[src/logic/soc_cfg_pkg.sv]
// system sizes and counts shared across the fabric
// bus widths, master and slave population, port widths
package soc_cfg_pkg;

    // bus word sizes
    localparam int data_width = 16;
    localparam int addr_width = 16;

    // bus population
    localparam int num_masters = 2;
    localparam int num_slaves  = 4;

    // index width for a master number, never below one bit
    localparam int master_bits = (num_masters > 1) ? $clog2(num_masters) : 1;

    // gpio port widths
    localparam int gpio0_pins = 8;
    localparam int gpio1_pins = 16;

    // power-on reset stretch
    localparam int reset_hold_cycles = 8;

    // counter width able to hold reset_hold_cycles
    localparam int hold_bits = $clog2(reset_hold_cycles + 1);

endpackage

[src/logic/apb_map_pkg.sv]
// APB address map, slave indices and register cells
// address word union seen by the interconnect and the slaves
package apb_map_pkg;

    // address split, top nibble picks the slave
    localparam int slave_bits  = 4;
    localparam int offset_bits = 12;

    // slave indices on the shared bus
    localparam int sel_gpio0 = 0;
    localparam int sel_gpio1 = 1;
    localparam int sel_regs  = 2;
    localparam int sel_bram  = 3;

    // system register block
    localparam int regs_cells      = 8;
    localparam int regs_idx_bits   = $clog2(regs_cells);
    localparam int reg_num_masters = 0;
    localparam int reg_num_slaves  = 1;

    // block ram depth
    localparam int bram_cells    = 64;
    localparam int bram_idx_bits = $clog2(bram_cells);

    typedef union packed {
        logic [slave_bits+offset_bits-1:0] raw;
        struct packed {
            logic [slave_bits-1:0]  slave;
            logic [offset_bits-1:0] offset;
        } field;
    } apb_addr_u;

endpackage

[src/logic/sys_regs_apb.sv]
// APB system register block
// two read-only info cells, the rest scratch
`timescale 1ns/1ps

module sys_regs_apb (
    input  logic                                clk,
    input  logic                                reset,
    input  logic [soc_cfg_pkg::addr_width-1:0]  paddr,
    input  logic                                psel,
    input  logic                                penable,
    input  logic                                pwrite,
    input  logic [soc_cfg_pkg::data_width-1:0]  pwdata,
    output logic [soc_cfg_pkg::data_width-1:0]  prdata,
    output logic                                pready
);
    import soc_cfg_pkg::*;
    import apb_map_pkg::*;

    logic [data_width-1:0]    cells [regs_cells];
    logic [regs_idx_bits-1:0] idx;
    logic                     access;
    logic                     read_only;

    // cell index wraps at regs_cells
    assign idx    = paddr[regs_idx_bits-1:0];
    assign access = psel && penable;

    assign read_only = (int'(idx) == reg_num_masters) || (int'(idx) == reg_num_slaves);

    // info cells load their counts on reset and ignore writes
    always_ff @(posedge clk) begin
        if (reset) begin
            for (int i = 0; i < regs_cells; i++)
                cells[i] <= '0;
            cells[reg_num_masters] <= data_width'(num_masters);
            cells[reg_num_slaves]  <= data_width'(num_slaves);
        end else if (access && pwrite && !read_only) begin
            cells[idx] <= pwdata;
        end
    end

    assign pready = access;
    assign prdata = cells[idx];

endmodule

[config.mk]
export PLATFORM = sky130hd
export DESIGN_NAME = sys_regs_apb
export DESIGN_NICKNAME = d
export VERILOG_FILES = /design/src/logic/soc_cfg_pkg.sv /design/src/logic/apb_map_pkg.sv /design/src/logic/sys_regs_apb.sv
export SDC_FILE = /design/constraint.sdc
export NUM_CORES = 1
export LEC_CHECK = 0
export ABC_AREA = 1
export BUFFER_PORTS_ARGS = -buffer_cell sky130_fd_sc_hd__buf_2
export CAP_MARGIN = 10
export CELL_PAD_IN_SITES_DETAIL_PLACEMENT = 1
export CELL_PAD_IN_SITES_GLOBAL_PLACEMENT = 2
export CORE_UTILIZATION = 40
export CTS_BUF_LIST = sky130_fd_sc_hd__clkbuf_16
export DETAILED_ROUTE_END_ITERATION = 7
export PLACE_DENSITY = 0.95
export SYNTH_ARGS = -nofsm -noshare
export SYNTH_HDL_FRONTEND = slang
export SYNTH_SLANG_ARGS = --single-unit
[constraint.sdc]
create_clock -name clk -period 4.8 [get_ports clk]
set_input_delay 0.96 -clock clk [delete_from_list [all_inputs] [get_ports clk]]
set_output_delay 0.96 -clock clk [all_outputs]
set_load 0.01 [all_outputs]
* Yosys cells after proc, flatten, opt, wreduce, memory -nomap -nowiden
Memories as Yosys holds them, arrays and structs flattened. Index checks and enable logic that the tools add are counted.
Operators by class: muxes and demuxes 10, bitwise logic cells 2, reduce and logical (&&, ||, !) cells 7, equality and inequality tests 1
Operators with widths (count):
- 2-to-1 mux 16 bit | 3
- OR reduction 16 bit | 1
- 2-to-1 mux 1 bit | 6
- equality test 3 x 2 -> 1 bit, second input constant | 1
- logical AND 1 bit | 3
- logical NOT 3 bit | 1
- 2-to-1 mux 3 bit | 1
- bitwise OR 1 bit | 2
- logical NOT 1 bit | 1
- logical OR 1 bit | 1
Word-level totals: word-level logic and storage cells 21, register bits after elaboration 0, memory bits (writable) 128, input bits 37, memories kept 1
Memories:
- cells | depth 8, width 16, read ports 1, clocked after memory_dff 0, wr ports 8, RTL line sys_regs_apb.sv:19 | logic [data_width-1:0] cells [regs_cells];

* Depth between registers and ports, before layout
word-level depth 9, gate-level depth with buffers 8, depth with buffers taken out 7

* Worst setup path after synthesis
Ideal clock, no wire load.
path kind input -> output, from input port paddr[0] (netlist bit), to output port prdata[2] (netlist bit), required time 3.840 ns, slack 2.160 ns, stages 8, arrival 1.680 ns, cells stage by stage inv_1 -> buf_2 -> buf_2 -> nand2_1 -> nand3_2 -> nand2_1 -> inv_1 -> nand2_1
On the way: longest elaborated chain between the ends 1
RTL lines:
- start, declared | RTL line sys_regs_apb.sv:8 | input logic [soc_cfg_pkg::addr_width-1:0] paddr,
- memory read (8 x 16 bit)
- end, declared | RTL line sys_regs_apb.sv:13 | output logic [soc_cfg_pkg::data_width-1:0] prdata,
Every way passes these cells.

* Final worst setup path
from input port paddr[0] (netlist bit), to output port prdata[0] (netlist bit)
Same word-level chain as after synthesis.

==> metrics.yaml <==
setup_path:
  crit_arrival_ps: 2630
  crit_type: "input port to output pin"
  required_ps: 3840
  critPathLaunchType: "input port"
  critPathMaxFanout: 42
  worstSetupEndpointType: "output pin"
layout:
  areaGrowthSynthToFinish_pct: 15.3
  nFillCells: 1770
  drive_above_1_share_pct: 10.9
  instances_no_fill: 965
  top_regs: "cells: 128 flops"
  largest_reg_flops: 128
  largest-register: "cells"
  fin_util_pct: 47.2
  final_cell_mix: "nand2_1, inv_1, edfxtp_1, nor2_1, nand3_1"
  mostFrequentLayoutCell: "nand2_1"
  nets: 803
  final_area_um2: 7170
  n_antenna_cell: 0
cts:
  cts_tree: "built"
  max-clock-path-buffers: 2
  hold_buffers: 0
  postCtsResizedCells: 0
  clk_pin_slew_ps: 60
  cts-root-buf: "clkbuf_16"
  htree_levels: 4
  cts_setup_buffers: 0
  cts_sinks: 128
  cts_buffers: 17
hold_path:
  min-delay-start: "pwdata[5]"
  min_to: "cells[3][5]"
  hold_path.class: "input port to flip-flop"
  hold_depth: 3
die:
  die_area_um2: 16100
  start_util_pct: 40.9
  rows: 45
  die_w_um: 127
  core_um2: 15200
  die_h_um: 127
  io_pins: 54
global_route:
  grt_pass1_vias: 4886
  grt_pass1_wl_um: 23700
  grt.total_usage_pct: 20.3
  grt_max_degree: 68
  antenna_found_initial: 0
  grt-ovfl-total: 0
detailed_routing:
  wl_um: 14800
  route.vias.total: 4444
  routed.top_layer: "met4"
  wl_met3_um: 576
  wl_met2_um: 7820
  wl_per_cell_um: 15.3
  ant_nets: 0
  viasPerCell: 4.61
  wirelength_met1_um: 5910
  drcViolationCount: 0
  drtPass1Iterations: 5
  drt_iter0_markers: 260
place:
  placed_area_um2: 6640
  gp_congestion: 0.755
  place_inst: 935
  dp_hpwl_um: 9440
  portBuffers: 40
synthesis:
  syn_inst: 700
  synth.distinct_cells: 14
  syn_area_per_cell_um2: 8.89
  ys_ff_latch: 128
  synth-seq-area-share_pct: 61.8
  synth_warnings: 0
  synth_area_um2: 6220
timing:
  max_slew_margin_pct: 41.3
  finalCritPeriodShare_pct: 74.8
  period_needed_ps: 3590
  setup-tns-final_ps: 0
  finalHoldViolCount: 0
  rsz0062_at_grt: "no"
  fmax_ghz: 0.279
  slew_violations: 0
  worst_pin_slew_ps: 879
  setup_viol: 0
outcome:
  outcome: "complete, no violations"
pwr:
  power.total_mw: 2.73
  cellLeakagePower_nw: 3.57
  power_density_nw_per_um2: 381
  ir_drop_uv: 237
job:
  cap_viol_max_count: 0
## worst max path at each step
stage / slack [ps] / from / to
3_3_place_gp: 1220 / paddr[0] / prdata[7]
5_1_grt: 1020 / paddr[0] / prdata[0]
6_report: 1210 / paddr[0] / prdata[0]
2_1_floorplan: 2160 / paddr[0] / prdata[2]
4_1_cts: 1170 / paddr[0] / prdata[9]
3_5_place_dp: 1160 / paddr[0] / prdata[0]
## cell families (layout without fill, tap and decap cells)
group                  after synthesis  in the layout  synth area share, %
other                                2             32                0.121
AND/OR/NAND/NOR                    365            365                 24.8
buffers and inverters              205            252                 13.3
flip-flops                         128            128                 61.8
## per-layer routing
metal / global-route usage (%) / vias to the layer above
met5: 0 / -
met4: 10.1 / 0
met3: 4.60 / 32
met2: 37.3 / 87
met1: 22.0 / 2121
li1: - / 2204
## stage by stage
stage | worst slack [ps] | hold slack [ps]
after floorplan | 2160 | 1230
after global placement | 1220 | 1360
after detailed placement | 1160 | 1370
after CTS | 1170 | 935
after global routing | 1020 | 948
final | 1210 | 944
## power breakdown
group	leakage, nW	internal, mW	switching [mW]
Sequential	1.23	1.30	0.0177
Clock	0.284	0.740	0.443
Combinational	2.06	0.0645	0.166
Total	3.57	2.10	0.627
## layout make-up
type	instances	area, um^2	share of cell area (%)
inverters	179	672	9.37
repair buffers	43	223	3.11
well taps	188	235	3.28
multi-input cells	397	1660	23.2
clock buffers	17	425	5.93
flip-flops and latches	128	3840	53.6
clock inverters	13	109	1.52
## synth_stat cells
library cell,number,area share [%]
nor2_8,1,0.32
clkbuf_1,4,0.24
edfxtp_1,128,62
buf_4,2,0.24
nor2_4,1,0.18
nand3_2,11,1.8
conb_1,2,0.12
nand2_1,190,11
nor2_2,3,0.30
inv_1,179,11
nor2_1,102,6.2
buf_2,16,1.3
nand3_1,57,4.6
buf_6,4,0.72
## worst max-delay path, cell delays in order
cell and delay [ps]:
buf_2 110, inv_2 580, buf_4 440, nand2_1 90
nand3_1 100, nand2_1 60, inv_1 70, nand2_1 70
buf_2 140
Note: power is estimated with default switching activity, not from simulation.
