## src/logic/soc_cfg_pkg.sv

```systemverilog
// system sizes and counts shared across the fabric
// bus widths, master and slave population, port widths
package soc_cfg_pkg;

    // bus word sizes
    localparam int data_width = 16;
    localparam int addr_width = 16;

    // bus population
    localparam int num_masters = 2;
    localparam int num_slaves  = 4;

    // index width for a master number, never below one bit
    localparam int master_bits = (num_masters > 1) ? $clog2(num_masters) : 1;

    // gpio port widths
    localparam int gpio0_pins = 8;
    localparam int gpio1_pins = 16;

    // power-on reset stretch
    localparam int reset_hold_cycles = 8;

    // counter width able to hold reset_hold_cycles
    localparam int hold_bits = $clog2(reset_hold_cycles + 1);

endpackage

```

## src/logic/gpio_apb.sv

```systemverilog
// APB output port, one register driving the pins
`timescale 1ns/1ps

module gpio_apb #(
    parameter int pins = 8
) (
    input  logic                                clk,
    input  logic                                reset,
    input  logic                                psel,
    input  logic                                penable,
    input  logic                                pwrite,
    input  logic [soc_cfg_pkg::data_width-1:0]  pwdata,
    output logic [soc_cfg_pkg::data_width-1:0]  prdata,
    output logic                                pready,
    output logic [pins-1:0]                     gpio
);
    import soc_cfg_pkg::*;

    logic [pins-1:0] pins_q;

    // answers in the first access cycle
    assign pready = psel && penable;

    // any offset hits the same register
    always_ff @(posedge clk) begin
        if (reset) begin
            pins_q <= '0;
        end else if (pready && pwrite) begin
            pins_q <= pwdata[pins-1:0];
        end
    end

    assign gpio = pins_q;

    // read back zero-extended
    assign prdata = data_width'(pins_q);

endmodule

```

## config.mk

```make
export PLATFORM = sky130hd
export DESIGN_NAME = gpio_apb
export DESIGN_NICKNAME = d
export VERILOG_FILES = /design/src/logic/soc_cfg_pkg.sv /design/src/logic/gpio_apb.sv
export SDC_FILE = /design/constraint.sdc
export NUM_CORES = 1
export LEC_CHECK = 0
export BUFFER_PORTS_ARGS = -buffer_cell sky130_fd_sc_hd__buf_2
export CAP_MARGIN = 5
export CELL_PAD_IN_SITES_DETAIL_PLACEMENT = 1
export CELL_PAD_IN_SITES_GLOBAL_PLACEMENT = 2
export CORE_ASPECT_RATIO = 2
export CORE_MARGIN = 5
export CORE_UTILIZATION = 15
export CTS_CLUSTER_DIAMETER = 200
export CTS_CLUSTER_SIZE = 14
export DETAILED_ROUTE_END_ITERATION = 10
export HOLD_SLACK_MARGIN = 0.06
export PLACE_DENSITY_LB_ADDON = 0.1
export SYNTH_ARGS = -nofsm -noshare
export SYNTH_HDL_FRONTEND = slang
export SYNTH_SLANG_ARGS = --single-unit
export TNS_END_PERCENT = 20
```

## constraint.sdc

```tcl
create_clock -name clk -period 0.8 [get_ports clk]
set_input_delay 0.24 -clock clk [delete_from_list [all_inputs] [get_ports clk]]
set_output_delay 0.24 -clock clk [all_outputs]
set_load 0.03 [all_outputs]
```

== Word level (Yosys, flattened, before mapping) ==
Cells that the tools add are included.
Storage, ports and cells
  bits in registers: 8
  bits in latches: 0
  memory bits (writable): 0
  ROM bits: 0
  logic and storage cells: 3
  memories kept: 0
Operators by class
  $add $sub $neg: 0
  multipliers: 0
  divide/modulo/power cells: 0
  $lt $le $gt $ge: 0
  eq/ne operators: 0
  shifts and indexed selects: 0
  muxes and demuxes: 0
  bitwise gates (word level): 0
  reductions and logical operators: 2
Operators with widths (number)
  logical AND 1 bit: 2

== Depth between registers and ports, before layout ==
Gate-level depths: netlist of run 1.
  word-level depth: 2
  mapped depth: 3

== Least setup slack after synthesis of run 1 ==
No wires, ideal clock.
  path kind: register to output
  start: register pins_q[0], in the netlist gpio[0]
  end: output prdata[0] (netlist name)
  arrival: 0.719 ns
  required time: 0.560 ns
  slack: -0.159 ns
  cell stages (with the launch flop): 2
  buffers on the path: 1
  path through: dfxtp_1 -> buf_4
RTL lines
  start, declared: RTL line gpio_apb.sv:19  | logic [pins-1:0] pins_q;
  start signal, assigned: RTL line gpio_apb.sv:29  | pins_q <= pwdata[pins-1:0];
  end, declared: RTL line gpio_apb.sv:13  | output logic [soc_cfg_pkg::data_width-1:0] prdata,
No word-level cell between the ends.

== Worst setup path in the final report of run 1 ==
  start: register pins_q[7], in the netlist gpio[7]
  end: output prdata[7] (netlist name)
No word-level cell between the ends.

==> results.sh, run 1 <==
export IMPL_hp_start="pwdata[7]"
export IMPL_cts_tree="yes"
export IMPL_fin_crit_sh_pct=119.4
export IMPL_ant_nets=0
export IMPL_yosysTopAreaCell="dfxtp_1"
export IMPL_clockRootBuffer="clkbuf_8"
export IMPL_reg2reg_slack_ns=0.20
export IMPL_areaGrowthSynthToFinish_pct=53.81
export IMPL_met3_usage_pct=2.295
export IMPL_drt_iter0_markers=0
export IMPL_routed_wirelength_mm=1.213
export IMPL_grt_pass1_vias=441
export IMPL_crit_path_max_fanout=3
export IMPL_syn_area_per_cell_um2=9.301
export IMPL_crit_path_cell_trace="buf_6"
export IMPL_largest_reg_flops=8
export IMPL_ys_ff_latch=8
export IMPL_reg2reg_from="gpio[2]$_SDFFE_PP0P_"
export IMPL_clock_skew_ns=0
export IMPL_cts_buffer_depth=2
export IMPL_required_ns=0.56
export IMPL_synth_area_leaders="dfxtp_1, buf_4, nand2b_1, mux2i_1, buf_6"
export IMPL_max_stage_delay_ns=0.36
export IMPL_pin_count=46
export IMPL_antenna_found_initial=0
export IMPL_port_buffers=29
export IMPL_hold_end="gpio[7]$_SDFFE_PP0P_"
export IMPL_clkTransAtPathRegs_ns=0.04
export IMPL_grt_pass1_wl_mm=2.007
export IMPL_busiest_layer="met2"
export IMPL_path_buf_inv=1
export IMPL_dp_cells=103
export IMPL_cts_max_level=1
export IMPL_die_h_um=91.07
export IMPL_max_freq_ghz=1.047
export IMPL_power_density_nw_per_um2=1587
export IMPL_drive_gt1_share_pct=55.26
export IMPL_ys_types=9
export IMPL_synth_top_cell_area_share_pct=32.49
export IMPL_setup_viol=17
export IMPL_hpwl_um=946.3
export IMPL_hold_viol_final=0
export IMPL_violations="negative setup slack"
export IMPL_drv_slew=0
export IMPL_p_leak_nw=0.3414
export IMPL_hold_buffers=0
export IMPL_die_area_um2=4602
export IMPL_pre_cts_ws_ns=-0.1377
export IMPL_crit_type="flip-flop to primary output"
export IMPL_crit_slowest_cell="dfxtp_4"
export IMPL_cap_violations=0
export IMPL_fin_crit_ns=0.9550
export IMPL_worst_r2r_endpoint="gpio[2]$_SDFFE_PP0P_"
export IMPL_finalNetCount=98
export IMPL_gp_congestion=0.5542
export IMPL_crit_arrival_ns=0.71
export IMPL_synth_area_um2=493.0
export IMPL_use_met1_pct=5.473
export IMPL_hold_slack_ns=0.2604
export IMPL_grt_total_usage_pct=5.811
export IMPL_status="complete, but fails checks"
export IMPL_cts_sinks=8
export IMPL_peakVddDrop_uv=575.1
export IMPL_grt_use_met2_pct=9.232
export IMPL_ys_seq_area_share_pct=32.49
export IMPL_crit_family="flip-flops"
export IMPL_insertion_delay_ns=0.23
export IMPL_synth_warnings=0
export IMPL_r2r_cells=2
export IMPL_drc=0
export IMPL_start_kind="flip-flop"
export IMPL_via_per_inst=3.673
export IMPL_min_path_cells=3
export IMPL_finalSetupTns_ns=-2.379
export IMPL_antenna_cells=0
export IMPL_syn_inst=53
export IMPL_vias=393
export IMPL_overflow=0
export IMPL_grt_max_degree=17
export IMPL_numCtsBuffers=3
export IMPL_p_total_mw=1.203
export IMPL_rsz0062_at_grt="yes"
export IMPL_coreArea_um2=3157
export IMPL_finalNonFillerCells=107
export IMPL_initial_core_util_pct=15.62
export IMPL_rows=29
export IMPL_end_kind="primary output"
export IMPL_die_width_um=50.54
export IMPL_firstDrtPassIters=1
export IMPL_layout_setup_ws_ns=-0.1550
export IMPL_avgRoutedWirePerCell_um=11.34
export IMPL_holdCritPathClass="primary input to flip-flop"
-- Yosys cell counts (all sizes together) --
cell / instances
buf: 17
mux2i: 8
nand2b: 16
dfxtp: 8
and2: 1
clkbuf: 1
conb: 1
and3: 1
-- metal layers --
metal	up-vias	wire length (um)
met5	-	0
met3	4	136
met4	0	35
met1	178	431
li1	187	-
met2	24	609
-- timing repair --
action                                  in CTS  in global routing
endpoints found under the setup margin      17                 17
buffers inserted                             0                  0
gates resized for setup                     29                  8
-- stage by stage --
step	util, %	instance area [um2]
floorplan	-	531.8
global placement	18.99	599.3
detailed placement	18.99	599.3
CTS	23.15	730.7
global route	24.02	758.2
finish	24.02	758.2
-- cells in the final DEF (no fill, tap or decap), drive strengths merged --
master / netlist / routed
clkbuf: 1 / 4
and2: 1 / 1
buf: 17 / 30
dfxtp: 8 / 8
conb: 1 / 8
and3: 1 / 1
nand2b: 16 / 16
mux2i: 8 / 8
-- final cells by class --
type	instances	area [um2]
fill	378	2399
multi-input combinational	34	225.2
clock buffer	4	45.04
tap	31	38.79
sequential	8	177.7
timing repair buffer	30	271.5
-- worst max path at each step --
stage,slack (ns),cells after the start,end,from
6_report,-0.15,1,prdata[7],gpio[7]$_SDFFE_PP0P_
5_1_grt,-0.18,1,gpio[4],gpio[4]$_SDFFE_PP0P_
4_1_cts,-0.17,1,prdata[7],gpio[7]$_SDFFE_PP0P_
3_5_place_dp,-0.14,4,gpio[4]$_SDFFE_PP0P_,psel
3_3_place_gp,-0.12,4,gpio[4]$_SDFFE_PP0P_,psel
2_1_floorplan,-0.04,1,prdata[1],gpio[1]$_SDFFE_PP0P_
-- cell families (layout without fill, tap and decap cells) --
kind of cell	after synthesis	in the layout	synth area share, %
mux	8	8	16.24
buf+inv	18	34	27.66
other cells	1	8	0.7607
flops	8	8	32.49
simple gates	18	18	22.85
-- report_power, final --
group	switching [mW]	internal, mW
clock	0.157	0.345
sequential	0.0154	0.410
combinational	0.160	0.115
No activity file was read; power rests on OpenSTA's default activity.
==> run 2: changes to the inputs <==
--- a/config.mk
+++ b/config.mk
@@ -16,7 +16,7 @@
 export CTS_CLUSTER_SIZE = 14
 export DETAILED_ROUTE_END_ITERATION = 10
 export HOLD_SLACK_MARGIN = 0.06
-export PLACE_DENSITY_LB_ADDON = 0.1
+export PLACE_DENSITY = 0.8
 export SYNTH_ARGS = -nofsm -noshare
 export SYNTH_HDL_FRONTEND = slang
 export SYNTH_SLANG_ARGS = --single-unit
==> results.sh, run 2 (synthesis gave the netlist of run 1 again) <==
export IMPL_crit_path_cell_trace="buf_6"
export IMPL_cts_max_level=1
export IMPL_clock_skew_ns=0
export IMPL_drive_gt1_share_pct=55.84
export IMPL_routed_wirelength_mm=1.182
export IMPL_violations="negative setup slack"
export IMPL_fin_crit_ns=0.9557
export IMPL_vias=392
export IMPL_die_width_um=50.54
export IMPL_drc=0
export IMPL_cts_buffer_depth=2
export IMPL_layout_setup_ws_ns=-0.1557
export IMPL_die_area_um2=4602
export IMPL_insertion_delay_ns=0.23
export IMPL_grt_total_usage_pct=5.203
export IMPL_crit_family="flip-flops"
export IMPL_hpwl_um=964.3
export IMPL_antenna_cells=0
export IMPL_r2r_cells=3
export IMPL_min_path_cells=3
export IMPL_cap_violations=0
export IMPL_initial_core_util_pct=15.62
export IMPL_grt_pass1_vias=414
export IMPL_final_cell_mix="nand2b_1, buf_6, buf_2, mux2i_1, conb_1"
export IMPL_areaGrowthSynthToFinish_pct=56.09
export IMPL_critPathLaunch="gpio[2]$_SDFFE_PP0P_"
export IMPL_power_density_nw_per_um2=1566
export IMPL_hold_viol_final=0
export IMPL_hold_buffers=0
export IMPL_drv_slew=0
export IMPL_status="complete, but fails checks"
export IMPL_crit_arrival_ns=0.72
export IMPL_antenna_found_initial=0
export IMPL_die_h_um=91.07
export IMPL_clkTransAtPathRegs_ns=0.05
export IMPL_setup_viol=17
export IMPL_overflow=0
export IMPL_drt_iter0_markers=2
export IMPL_via_per_inst=3.630
export IMPL_peakVddDrop_uv=865.1
export IMPL_largest_reg_flops=8
export IMPL_firstDrtPassIters=2
export IMPL_start_kind="flip-flop"
export IMPL_crit_slowest_cell="dfxtp_2"
export IMPL_endpoint="prdata[2]"
export IMPL_rows=29
export IMPL_port_buffers=29
export IMPL_finalNonFillerCells=108
export IMPL_placed_cell_area_um2=599.3
export IMPL_wl_met3_um=140
export IMPL_fin_crit_sh_pct=119.5
export IMPL_coreArea_um2=3157
export IMPL_clockRootBuffer="clkbuf_8"
export IMPL_n_fill_cell=368
export IMPL_crit_type="flip-flop to primary output"
export IMPL_hold_slack_ns=0.2573
export IMPL_crit_path_max_fanout=3
export IMPL_worst_r2r_endpoint="gpio[7]$_SDFFE_PP0P_"
export IMPL_avgRoutedWirePerCell_um=10.94
export IMPL_cts_tree="yes"
export IMPL_m1WireLength_um=395
export IMPL_finalNetCount=99
export IMPL_max_freq_ghz=1.046
export IMPL_pin_count=46
export IMPL_cp_depth=1
export IMPL_rsz0062_at_grt="yes"
export IMPL_gp_congestion=0.5443
export IMPL_required_ns=0.56
export IMPL_route_met2_wl_um=646
export IMPL_end_kind="primary output"
export IMPL_ant_nets=0
export IMPL_cts_sinks=8
export IMPL_max_stage_delay_ns=0.35
export IMPL_numCtsBuffers=3
export IMPL_dp_cells=103
export IMPL_grt_max_degree=17
export IMPL_top_layer="met3"
export IMPL_fin_area_um2=769.5
export IMPL_grt_pass1_wl_mm=1.835
export IMPL_holdCritPathClass="primary input to flip-flop"
export IMPL_path_buf_inv=1
export IMPL_p_leak_nw=0.3480
export IMPL_reg2reg_slack_ns=0.10
export IMPL_reg2reg_from="gpio[7]$_SDFFE_PP0P_"
run 2: cell types whose count changed in the layout (fill, tap and decap cells not counted):
cell / change
buf_2: -1
buf_4: +3
dfxtp_4: +2
buf_6: -1
dfxtp_2: -2
run 2: cell type report:
type	instances	area, um2	area share, %
clock buffers	4	45.04	5.854
multi-input cells	34	225.2	29.27
flip-flops and latches	8	182.7	23.74
well taps	31	38.79	5.041
repair buffers	31	277.8	36.10
run 2: routing by layer:
layer  global-route usage [%]  up-vias
li1                         -      189
met1                    5.666      176
met2                    8.195       27
met3                    1.967        0
met4                    3.198        0
met5                        0        -
run 2: power by group:
| part | total (mW) | internal [mW] | switching [mW] |
|---|---|---|---|
| Sequential | 0.421 | 0.405 | 0.0152 |
| Combinational | 0.277 | 0.118 | 0.159 |
| Clock | 0.508 | 0.346 | 0.162 |
| Total | 1.21 | 0.869 | 0.337 |
run 2: repair_timing:
action | in CTS | in global routing
setup endpoints to repair | 17 | 17
setup buffers | 1 | 0
resized for setup | 32 | 6
hold endpoints to repair | 0 | 0
pin swaps | 1 | 0
run 2: metrics by stage:
step | setup WS (ns) | utilization [%] | setup TNS (ns) | power [mW]
finish | -0.1557 | 24.38 | -2.406 | 1.205
global route | -0.1837 | 24.38 | -2.873 | 1.280
CTS | -0.1713 | 23.82 | -2.671 | 1.247
detailed placement | -0.1364 | 18.99 | -1.105 | 0.6702
global placement | -0.1123 | 18.99 | -0.9632 | 0.6638
floorplan | -0.03606 | - | -0.2524 | 0.6447
run 2: worst min-delay path by stage:
stage	from	slack, ns	endpoint
after global routing	pwdata[6]	0.27	gpio[6]$_SDFFE_PP0P_
after CTS	pwdata[7]	0.25	gpio[7]$_SDFFE_PP0P_
after detailed placement	gpio[6]$_SDFFE_PP0P_	0.47	gpio[6]$_SDFFE_PP0P_
after floorplan	pwdata[0]	0.38	gpio[0]$_SDFFE_PP0P_
after global placement	gpio[5]$_SDFFE_PP0P_	0.46	gpio[5]$_SDFFE_PP0P_
final	pwdata[7]	0.26	gpio[7]$_SDFFE_PP0P_
