File: config.mk
export PLATFORM = sky130hd
export DESIGN_NAME = reset_hold
export DESIGN_NICKNAME = d
export VERILOG_FILES = /design/src/logic/soc_cfg_pkg.sv /design/src/logic/reset_hold.sv
export SDC_FILE = /design/constraint.sdc
export NUM_CORES = 1
export LEC_CHECK = 0
export BUFFER_PORTS_ARGS = -buffer_cell sky130_fd_sc_hd__clkbuf_2
export CORE_AREA = 2 2 39 41
export CTS_CLUSTER_SIZE = 14
export DETAILED_ROUTE_END_ITERATION = 8
export DIE_AREA = 0 0 41 43
export GPL_ROUTABILITY_DRIVEN = 0
export PLACE_DENSITY_LB_ADDON = 0.1
export SYNTH_ARGS = -nofsm -noshare
export SYNTH_HDL_FRONTEND = slang
export SYNTH_SLANG_ARGS = --single-unit
File: constraint.sdc
create_clock -name clk -period 3.5 [get_ports clk]
set_input_delay 0.175 -clock clk [delete_from_list [all_inputs] [get_ports clk]]
set_output_delay 0.175 -clock clk [all_outputs]
set_load 0.01 [all_outputs]
File: src/logic/soc_cfg_pkg.sv
// system sizes and counts shared across the fabric
// bus widths, master and slave population, port widths
package soc_cfg_pkg;

    // bus word sizes
    localparam int data_width = 16;
    localparam int addr_width = 16;

    // bus population
    localparam int num_masters = 2;
    localparam int num_slaves  = 4;

    // index width for a master number, never below one bit
    localparam int master_bits = (num_masters > 1) ? $clog2(num_masters) : 1;

    // gpio port widths
    localparam int gpio0_pins = 8;
    localparam int gpio1_pins = 16;

    // power-on reset stretch
    localparam int reset_hold_cycles = 8;

    // counter width able to hold reset_hold_cycles
    localparam int hold_bits = $clog2(reset_hold_cycles + 1);

endpackage

File: src/logic/reset_hold.sv
// power-on reset stretcher
`timescale 1ns/1ps

module reset_hold (
    input  logic clk,
    input  logic reset,
    output logic soft_reset
);
    import soc_cfg_pkg::*;

    logic [hold_bits-1:0] hold_cnt;

    // reload while reset is high, count down once released
    always_ff @(posedge clk) begin
        if (reset) begin
            hold_cnt <= hold_bits'(reset_hold_cycles);
        end else if (hold_cnt != '0) begin
            hold_cnt <= hold_cnt - 1'b1;
        end
    end

    // fabric stays in reset until the count runs out
    assign soft_reset = (hold_cnt != '0);

endmodule

# After elaboration in Yosys (flattened, before gate mapping)
# Index checks and enable logic that the tools add are counted.
[word_totals]
wordCells = 3
reg_bits = 4
out_inout_bits = 1
[op_classes]
addsub = 1
reduce_logical = 1
[op_table]
columns = ["operator", "n"]
rows = [
  ["4-bit nonzero test", 1],
  ["4-bit by 1-bit subtractor with 4-bit output (second input constant)", 1],
]

# Logic depth before layout (Yosys ltp)
# Gate-level depths: netlist (run 1).
[depth]
depth_word = 1
mapped_depth = 6
mapped_depth_nobuf = 5

# Worst setup path before layout (run 1)
# Ideal clock, no wire load.
[synth_path]
kind = "flip-flop to flip-flop"
from = "register hold_cnt[0]"
to = "register hold_cnt[0]"
path_stages_with_launch = 7
setup_slack_ns = 2.189
synth_period_minus_slack_ns = 1.311
required_time_ns = 3.385
t_arrival_ns = 1.197
path_cell_list = "dfxtp_1 > inv_1 > ha_1 > or3b_1 > buf_2 > xnor2_1 > nor2_1"
[synth_between]
elab_chain_len = 1
[synth_lines]
columns = ["element", "line_no", "rtl"]
rows = [
  ["start, declared", "reset_hold.sv:11", "logic [hold_bits-1:0] hold_cnt;"],
  ["start signal, assigned", "reset_hold.sv:16", "hold_cnt <= hold_bits'(reset_hold_cycles);"],
  ["start signal, assigned", "reset_hold.sv:18", "hold_cnt <= hold_cnt - 1'b1;"],
  ["4-bit nonzero test", "-", ""],
  ["net soft_reset", "reset_hold.sv:7", "output logic soft_reset"],
]
# The timed path passes the listed nets, and every way through them passes these cells.
# A chain may end at the register's enable or synchronous reset.

# Worst setup path after layout (run 1)
[layout_path]
from = "register hold_cnt[0]"
to = "output soft_reset"
[layout_between]
elab_chain_len = 1
[layout_lines]
columns = ["element", "line_no", "rtl"]
rows = [
  ["4-bit nonzero test", "reset_hold.sv:23", "assign soft_reset = (hold_cnt != '0);"],
  ["end, declared", "reset_hold.sv:7", ""],
]
# Every way passes these cells.

==> results.cfg, run 1 <==
[run_status]
status = finished, final reports clean

[routing]
wl_um = 307
drc = 0
antenna_left = 0
vias = 143
firstDrtPassIters = 4
vias_per_cell = 3.488
routedWlPerCell_um = 7.488
drt-initial-drc-count = 1

[floorplan]
fp.dieArea_um2 = 1763
coreArea_um2 = 1384
initial_utilization_pct = 14.47
die_width_um = 41
die_h_um = 43
ioPinCount = 3
rows = 14

[sta]
grt_setup_unrepaired = no
min_period_ps = 1589
fin_skew_ps = 2.732
setup_viol = 0
fin_setup_tns_ps = 0
fin_ws_ps = 1911
timing.final.max_slew_violations = 0
hold_viol_final = 0
slew_headroom_pct = 88.67
tightest_slew_ps = 169.9
timing.final.crit_share_pct = 45.41
clock.fmax_mhz = 629.2

[yosys]
syn_avg_cell_area_um2 = 9.533
synth_most_common_cell = dfxtp_1
synthTopCellsByCount = 4 x dfxtp_1, 2 x ha_1, 2 x inv_1, 2 x nand2b_1, 2 x nor2_1
yosysTopAreaCell = dfxtp_1
synth-edff-count = 0
synthesis.area_um2 = 200.2
synth-seq-cells = 4
ys.flop_type = dfxtp_1
ys_types = 14
synth-async-reset-ratio_pct = 0
synthCells = 21
yosysWarnings = 0
synthesis.nets = 25
synth_top_area_share_pct = 40.00
ys_seq_area_share_pct = 40.00
yosys-top-cells-area = dfxtp_1 40%, ha_1 13%, a211oi_2 6.3%

[grt]
grt_max_degree = 5
grt.total_usage_pct = 5.918
antenna_found_initial = 0
grt_pass1_vias = 149
overflow = 0
grt_pass1_wl_um = 579

[worst_setup_path]
start_kind = flip-flop
crit_required_ps = 3320
critPathMaxFanout = 4
worstPathArrival_ps = 1410
crit_type = flip-flop to primary output
endpoint_kind = primary output

[clocking]
postCtsHoldBufs = 0
cts_sinks = 4
cts-root-buf = clkbuf_4
cts_buffer_depth = 2
post_cts_resized = 0
clk_pin_slew_ps = 30
cts_inserted_buffers = 3
post_cts_buffers = 0
cts_tree = yes
clk_latency_ps = 230
htree_levels = 1

[layout]
fin_area_um2 = 247.7
largest_register = hold_cnt
syn2layout_area_growth_pct = 23.75
instances_no_fill = 41
antennaDiodeCount = 0
drive_above_1_share_pct = 24.00
n_fill_cell = 157
final_nets = 31
reg.largest.list = hold_cnt (4)
largest_reg_flops = 4

[placed_design]
io_buffers = 2
placed_area_um2 = 225.2
dp_cells = 38
dp_hpwl_um = 260.2
dp_slack_ps = 2137

[power]
ir_worst_vdd_uv = 210.5
leakage_nw = 0.1032
p_per_area_nw_per_um2 = 930.8

[job]
maxCapViolations = 0

[hold_path]
hp-class = primary input to flip-flop
## final timing paths
check	start	cells past startpoint	endpoint	slack, ps
max	hold_cnt[0]	4	soft_reset	1910
min	reset	2	hold_cnt[1]	170
max reg2reg	hold_cnt[0]	5	hold_cnt[0]	2150
min reg2reg	hold_cnt[3]	1	hold_cnt[3]	500
## cell usage in the layout, fill, tap and decap left out
cell type	netlist	routed
dfxtp_1	4	4
clkbuf_4	0	3
inv_1	2	2
nor2_1	2	2
nand2b_1	2	2
ha_1	2	2
clkbuf_2	0	2
or3b_1	1	1
xnor2_1	1	1
nand3b_1	1	1
a21oi_1	1	1
a211oi_2	1	1
or3_1	1	1
nor3_1	1	1
a211o_1	1	1
## logic make-up (layout without fill, tap and decap cells)
kind of cell	after synthesis	count (layout)	share of synthesized area [%]
buffers and inverters	3	7	6.249
AND/OR/NAND/NOR	8	8	23.75
adder cells (fa/ha/maj)	2	2	12.50
flip-flops	4	4	40.00
XOR/XNOR	1	1	4.376
AO/OA/AOI/OAI	3	3	13.12
## where the power goes
group	leakage, nW	internal, mW	switching [mW]
Clock	0.0138	0.0382	0.0162
Combinational	0.0560	0.0488	0.0437
Sequential	0.0334	0.0677	0.0160
## metal layers
layer | GRT usage [%] | share of wire (%)
met3 | 3.141 | 1.6
met4 | 10.00 | 0
met5 | 0 | 0
met1 | 6.410 | 42
met2 | 5.625 | 56
## cell type report
cell class                 instances  area (um2)  area share, %
clock buffer                       3       22.52          9.091
inverter                           2       7.507          3.030
multi-input combinational         14       107.6          43.43
sequential                         4       80.08          32.32
tap                               16       20.02          8.081
timing repair buffer               2       10.01          4.040
## worst max-delay path, cell delays in order (launching register included)
cell      delay (ps)
dfxtp_1          320
inv_1             80
ha_1             190
or3b_1           440
clkbuf_2         160
## metrics by stage
step,util [%],power (mW),hold slack (ps)
global placement,16.27,0.1797,402.3
global route,17.90,0.2589,165.4
finish,17.90,0.2306,166.7
CTS,17.90,0.2376,159.3
detailed placement,16.27,0.1795,405.2
floorplan,-,0.1603,239.6
No activity file was read; power rests on OpenSTA's default activity.
==> run 2, diff against run 1 <==
==> constraint.sdc (replaced) <==
create_clock -name clk -period 1.6 [get_ports clk]
set_input_delay 0.08 -clock clk [delete_from_list [all_inputs] [get_ports clk]]
set_output_delay 0.08 -clock clk [all_outputs]
set_load 0.01 [all_outputs]
==> results.cfg, run 2 (synthesis results as in run 1) <==
[sta]
setup_viol = 0
timing.final.max_slew_violations = 0
tightest_slew_ps = 151.2
hold_slack_ps = 71.76
clock.fmax_mhz = 687.1
timing.final.crit_share_pct = 90.96
hold_viol_final = 0
grt_setup_unrepaired = no
min_period_ps = 1455
slew_headroom_pct = 89.84
fin_skew_ps = 2.732
fin_setup_tns_ps = 0

[routing]
drc = 0
drt-initial-drc-count = 1
vias = 139
vias_per_cell = 3.390
antenna_left = 0
routedWlPerCell_um = 7.561
wl_um = 310
firstDrtPassIters = 4

[floorplan]
ioPinCount = 3
initial_utilization_pct = 14.47
fp.dieArea_um2 = 1763
die_width_um = 41
rows = 14
die_h_um = 43
coreArea_um2 = 1384

[job]
maxCapViolations = 0

[layout]
antennaDiodeCount = 0
final_nets = 31
reg.largest.list = hold_cnt (4)
final_common_cell = dfxtp_1
mostFrequentLayoutCells = 4 x dfxtp_1, 3 x clkbuf_4
syn2layout_area_growth_pct = 25.00
fin_util_pct = 18.08
n_fill_cell = 155
drive_above_1_share_pct = 28.00
largest_reg_flops = 4
largest_register = hold_cnt

[clocking]
cts_inserted_buffers = 3
cts-root-buf = clkbuf_4
cts_buffer_depth = 2
htree_levels = 1
cts_tree = yes
clk_latency_ps = 230
cts_sinks = 4
clk_pin_slew_ps = 30
post_cts_buffers = 0

[run_status]
status = finished, final reports clean

[power]
leakage_nw = 0.1040
power_mw = 0.5153
ir_worst_vdd_uv = 460.8
p_per_area_nw_per_um2 = 2059

[placed_design]
dp_hpwl_um = 260.2
io_buffers = 2

[worst_setup_path]
critPathMaxFanout = 4
path_cells = inv_1, ha_1, or3b_4, clkbuf_2
worstPathArrival_ps = 1380
cpPeakStageDelay_ps = 420
crit_family = simple AND/OR/NAND/NOR gates
crit_type = flip-flop to primary output
crit_path_top_delay_cell = or3b_4
endpoint_kind = primary output
start_kind = flip-flop
crit_required_ps = 1520
worst-path-buf-inv = 2

[grt]
grt_max_degree = 5
grt.total_usage_pct = 5.918
overflow = 0
antenna_found_initial = 0
grt_pass1_vias = 149
grt_pass1_wl_um = 579

[hold_path]
hp-class = primary input to flip-flop
run 2: final timing paths:
| kind | startpoint | to | slack (ps) | cells past startpoint |
|---|---|---|---|---|
| setup / recovery | hold_cnt[0] | soft_reset | 140 | 4 |
| setup reg to reg | hold_cnt[0] | hold_cnt[0] | 290 | 5 |
| hold / removal | reset | hold_cnt[1] | 70 | 2 |
| hold reg to reg | hold_cnt[2] | hold_cnt[2] | 500 | 2 |
run 2: worst reg2reg max path: stages (launching register included):
cell and delay [ps]:
dfxtp_1 320, inv_1 80, ha_1 190, or3b_4 420, xnor2_1 140, nor2_1 50
run 2: final cells by class:
type,count,area [um2],share of cell area (%)
Multi-Input combinational cell,14,110.1,44.00
Sequential cell,4,80.08,32.00
Clock buffer,3,22.52,9.000
Tap cell,16,20.02,8.000
Timing Repair Buffer,2,10.01,4.000
Inverter,2,7.507,3.000
run 2: report_power, final:
part	switching (mW)	total, mW	internal (mW)
Sequential	0.0363	0.184	0.148
Clock	0.0354	0.119	0.0835
Combinational	0.0961	0.212	0.116
Total	0.168	0.515	0.347
run 2: metal layers:
layer	vias to the layer above	GRT usage, %	part of all wire [%]
met2	2	5.625	56
li1	78	-	-
met4	0	10.00	0
met1	59	6.410	42
met3	0	3.141	1.6
met5	-	0	0
run 2: metrics by stage:
step,setup slack [ps],instances,instance area (um2)
finish,144.7,41,250.2
global route,38.73,41,250.2
CTS,74.89,41,247.7
detailed placement,240.6,38,225.2
global placement,234.1,38,225.2
floorplan,288.6,21,200.2
run 2: timing repair:
action                                 in CTS  in global routing
hold buffers                                0                  0
endpoints found under the hold margin       0                  0
setup endpoints to repair                   0                  1
resized for setup                           0                  1
==> run 3, diff against run 2 <==
--- a/config.mk
+++ b/config.mk
@@ -11,7 +11,7 @@
 export DETAILED_ROUTE_END_ITERATION = 8
 export DIE_AREA = 0 0 41 43
 export GPL_ROUTABILITY_DRIVEN = 0
-export PLACE_DENSITY_LB_ADDON = 0.1
+export PLACE_DENSITY = 0.39
 export SYNTH_ARGS = -nofsm -noshare
 export SYNTH_HDL_FRONTEND = slang
 export SYNTH_SLANG_ARGS = --single-unit
==> results.cfg, run 3 (synthesis results as in run 1) <==
[run_status]
status = finished, final reports clean

[floorplan]
rows = 14
ioPinCount = 3
fp.dieArea_um2 = 1763
die_h_um = 43
die_width_um = 41
coreArea_um2 = 1384
initial_utilization_pct = 14.47

[layout]
seq_area_um2 = 80.08
n_fill_cell = 162
drive_above_1_share_pct = 24.00
antennaDiodeCount = 0
final_common_cell = dfxtp_1
largest_reg_flops = 4
syn2layout_area_growth_pct = 23.75
mostFrequentLayoutCells = 4 x dfxtp_1, 3 x clkbuf_4
final_nets = 31
largest_register = hold_cnt
reg.largest.list = hold_cnt (4)
fin_util_pct = 17.90
multi_input_area_um2 = 107.6

[grt]
grt_pass1_wl_um = 545
grt.total_usage_pct = 5.110
antenna_found_initial = 0
grt_pass1_vias = 138
overflow = 0
grt_max_degree = 5

[clocking]
post_cts_buffers = 0
clk_pin_slew_ps = 40
cts_tree = yes
cts_inserted_buffers = 3
clk_latency_ps = 240
post_cts_resized = 0
cts-root-buf = clkbuf_4
htree_levels = 1
cts_sinks = 4
cts_buffer_depth = 2
postCtsHoldBufs = 0

[routing]
firstDrtPassIters = 3
drc = 0
drt-initial-drc-count = 1
antenna_left = 0
routedWlPerCell_um = 7.756
vias_per_cell = 3.756
wl_um = 318
vias = 154

[sta]
clock.fmax_mhz = 671.2
tightest_slew_ps = 155.6
fin_skew_ps = 5.930
hold_viol_final = 0
slew_headroom_pct = 89.55
min_period_ps = 1490
timing.final.crit_share_pct = 93.12
grt_setup_unrepaired = no
fin_setup_tns_ps = 0
timing.final.max_slew_violations = 0
setup_viol = 0

[job]
maxCapViolations = 0

[power]
p_per_area_nw_per_um2 = 2055
ir_worst_vdd_uv = 549.1
leakage_nw = 0.1032

[worst_setup_path]
endpoint_kind = primary output
start_kind = flip-flop
critPathMaxFanout = 4
crit_type = flip-flop to primary output
worstPathArrival_ps = 1410
crit_required_ps = 1520

[placed_design]
io_buffers = 2

[hold_path]
hp-class = primary input to flip-flop
==> run 3: cell counts in the layout (fill, tap and decap cells not counted) <==
Identical to the previous run, type by type.
==> run 3: worst paths after layout <==
kind / from / endpoint / slack, ps / cells after the start
worst max-delay path: hold_cnt[0] / soft_reset / 110 / 4
worst min-delay path: reset / hold_cnt[1] / 60 / 2
worst max register to register: hold_cnt[0] / hold_cnt[0] / 260 / 5
worst min register to register: hold_cnt[2] / hold_cnt[2] / 490 / 2
==> run 3: where the power goes <==
| part | switching (mW) | internal, mW | total [mW] |
|---|---|---|---|
| combinational | 0.0911 | 0.105 | 0.196 |
| clock | 0.0459 | 0.0842 | 0.130 |
| sequential | 0.0351 | 0.148 | 0.183 |
| total | 0.172 | 0.337 | 0.509 |
==> run 3: final cells by class <==
cell class              instances  area share, %
repair buffers                  2          4.040
inverters                       2          3.030
multi-input cells              14          43.43
flip-flops and latches          4          32.32
clock buffers                   3          9.091
well taps                      16          8.081
==> run 3: critical path: stages (launching register included) <==
cell	delay, ps
dfxtp_1	310
inv_1	80
ha_1	180
or3b_1	440
clkbuf_2	160
==> run 3: per-layer routing <==
metal  track usage [%]  vias to the layer above  wire length [um]
met2             4.375                        5               132
li1                  -                       79                 -
met3             1.571                        2                16
met5                 0                        -                 0
met1             7.029                       68               153
met4             8.000                        0                16
==> run 3: stage by stage <==
step	total power [mW]	std cells	hold WS, ps	worst slack, ps	area [um2]
2_1_floorplan	0.3507	21	144.6	288.6	200.2
3_3_place_gp	0.3794	38	309.3	268.2	225.2
3_5_place_dp	0.3841	38	323.7	260.5	225.2
4_1_cts	0.5212	41	66.54	89.50	247.7
5_1_grt	0.5624	41	80.05	34.40	247.7
6_report	0.5091	41	64.92	110.1	247.7
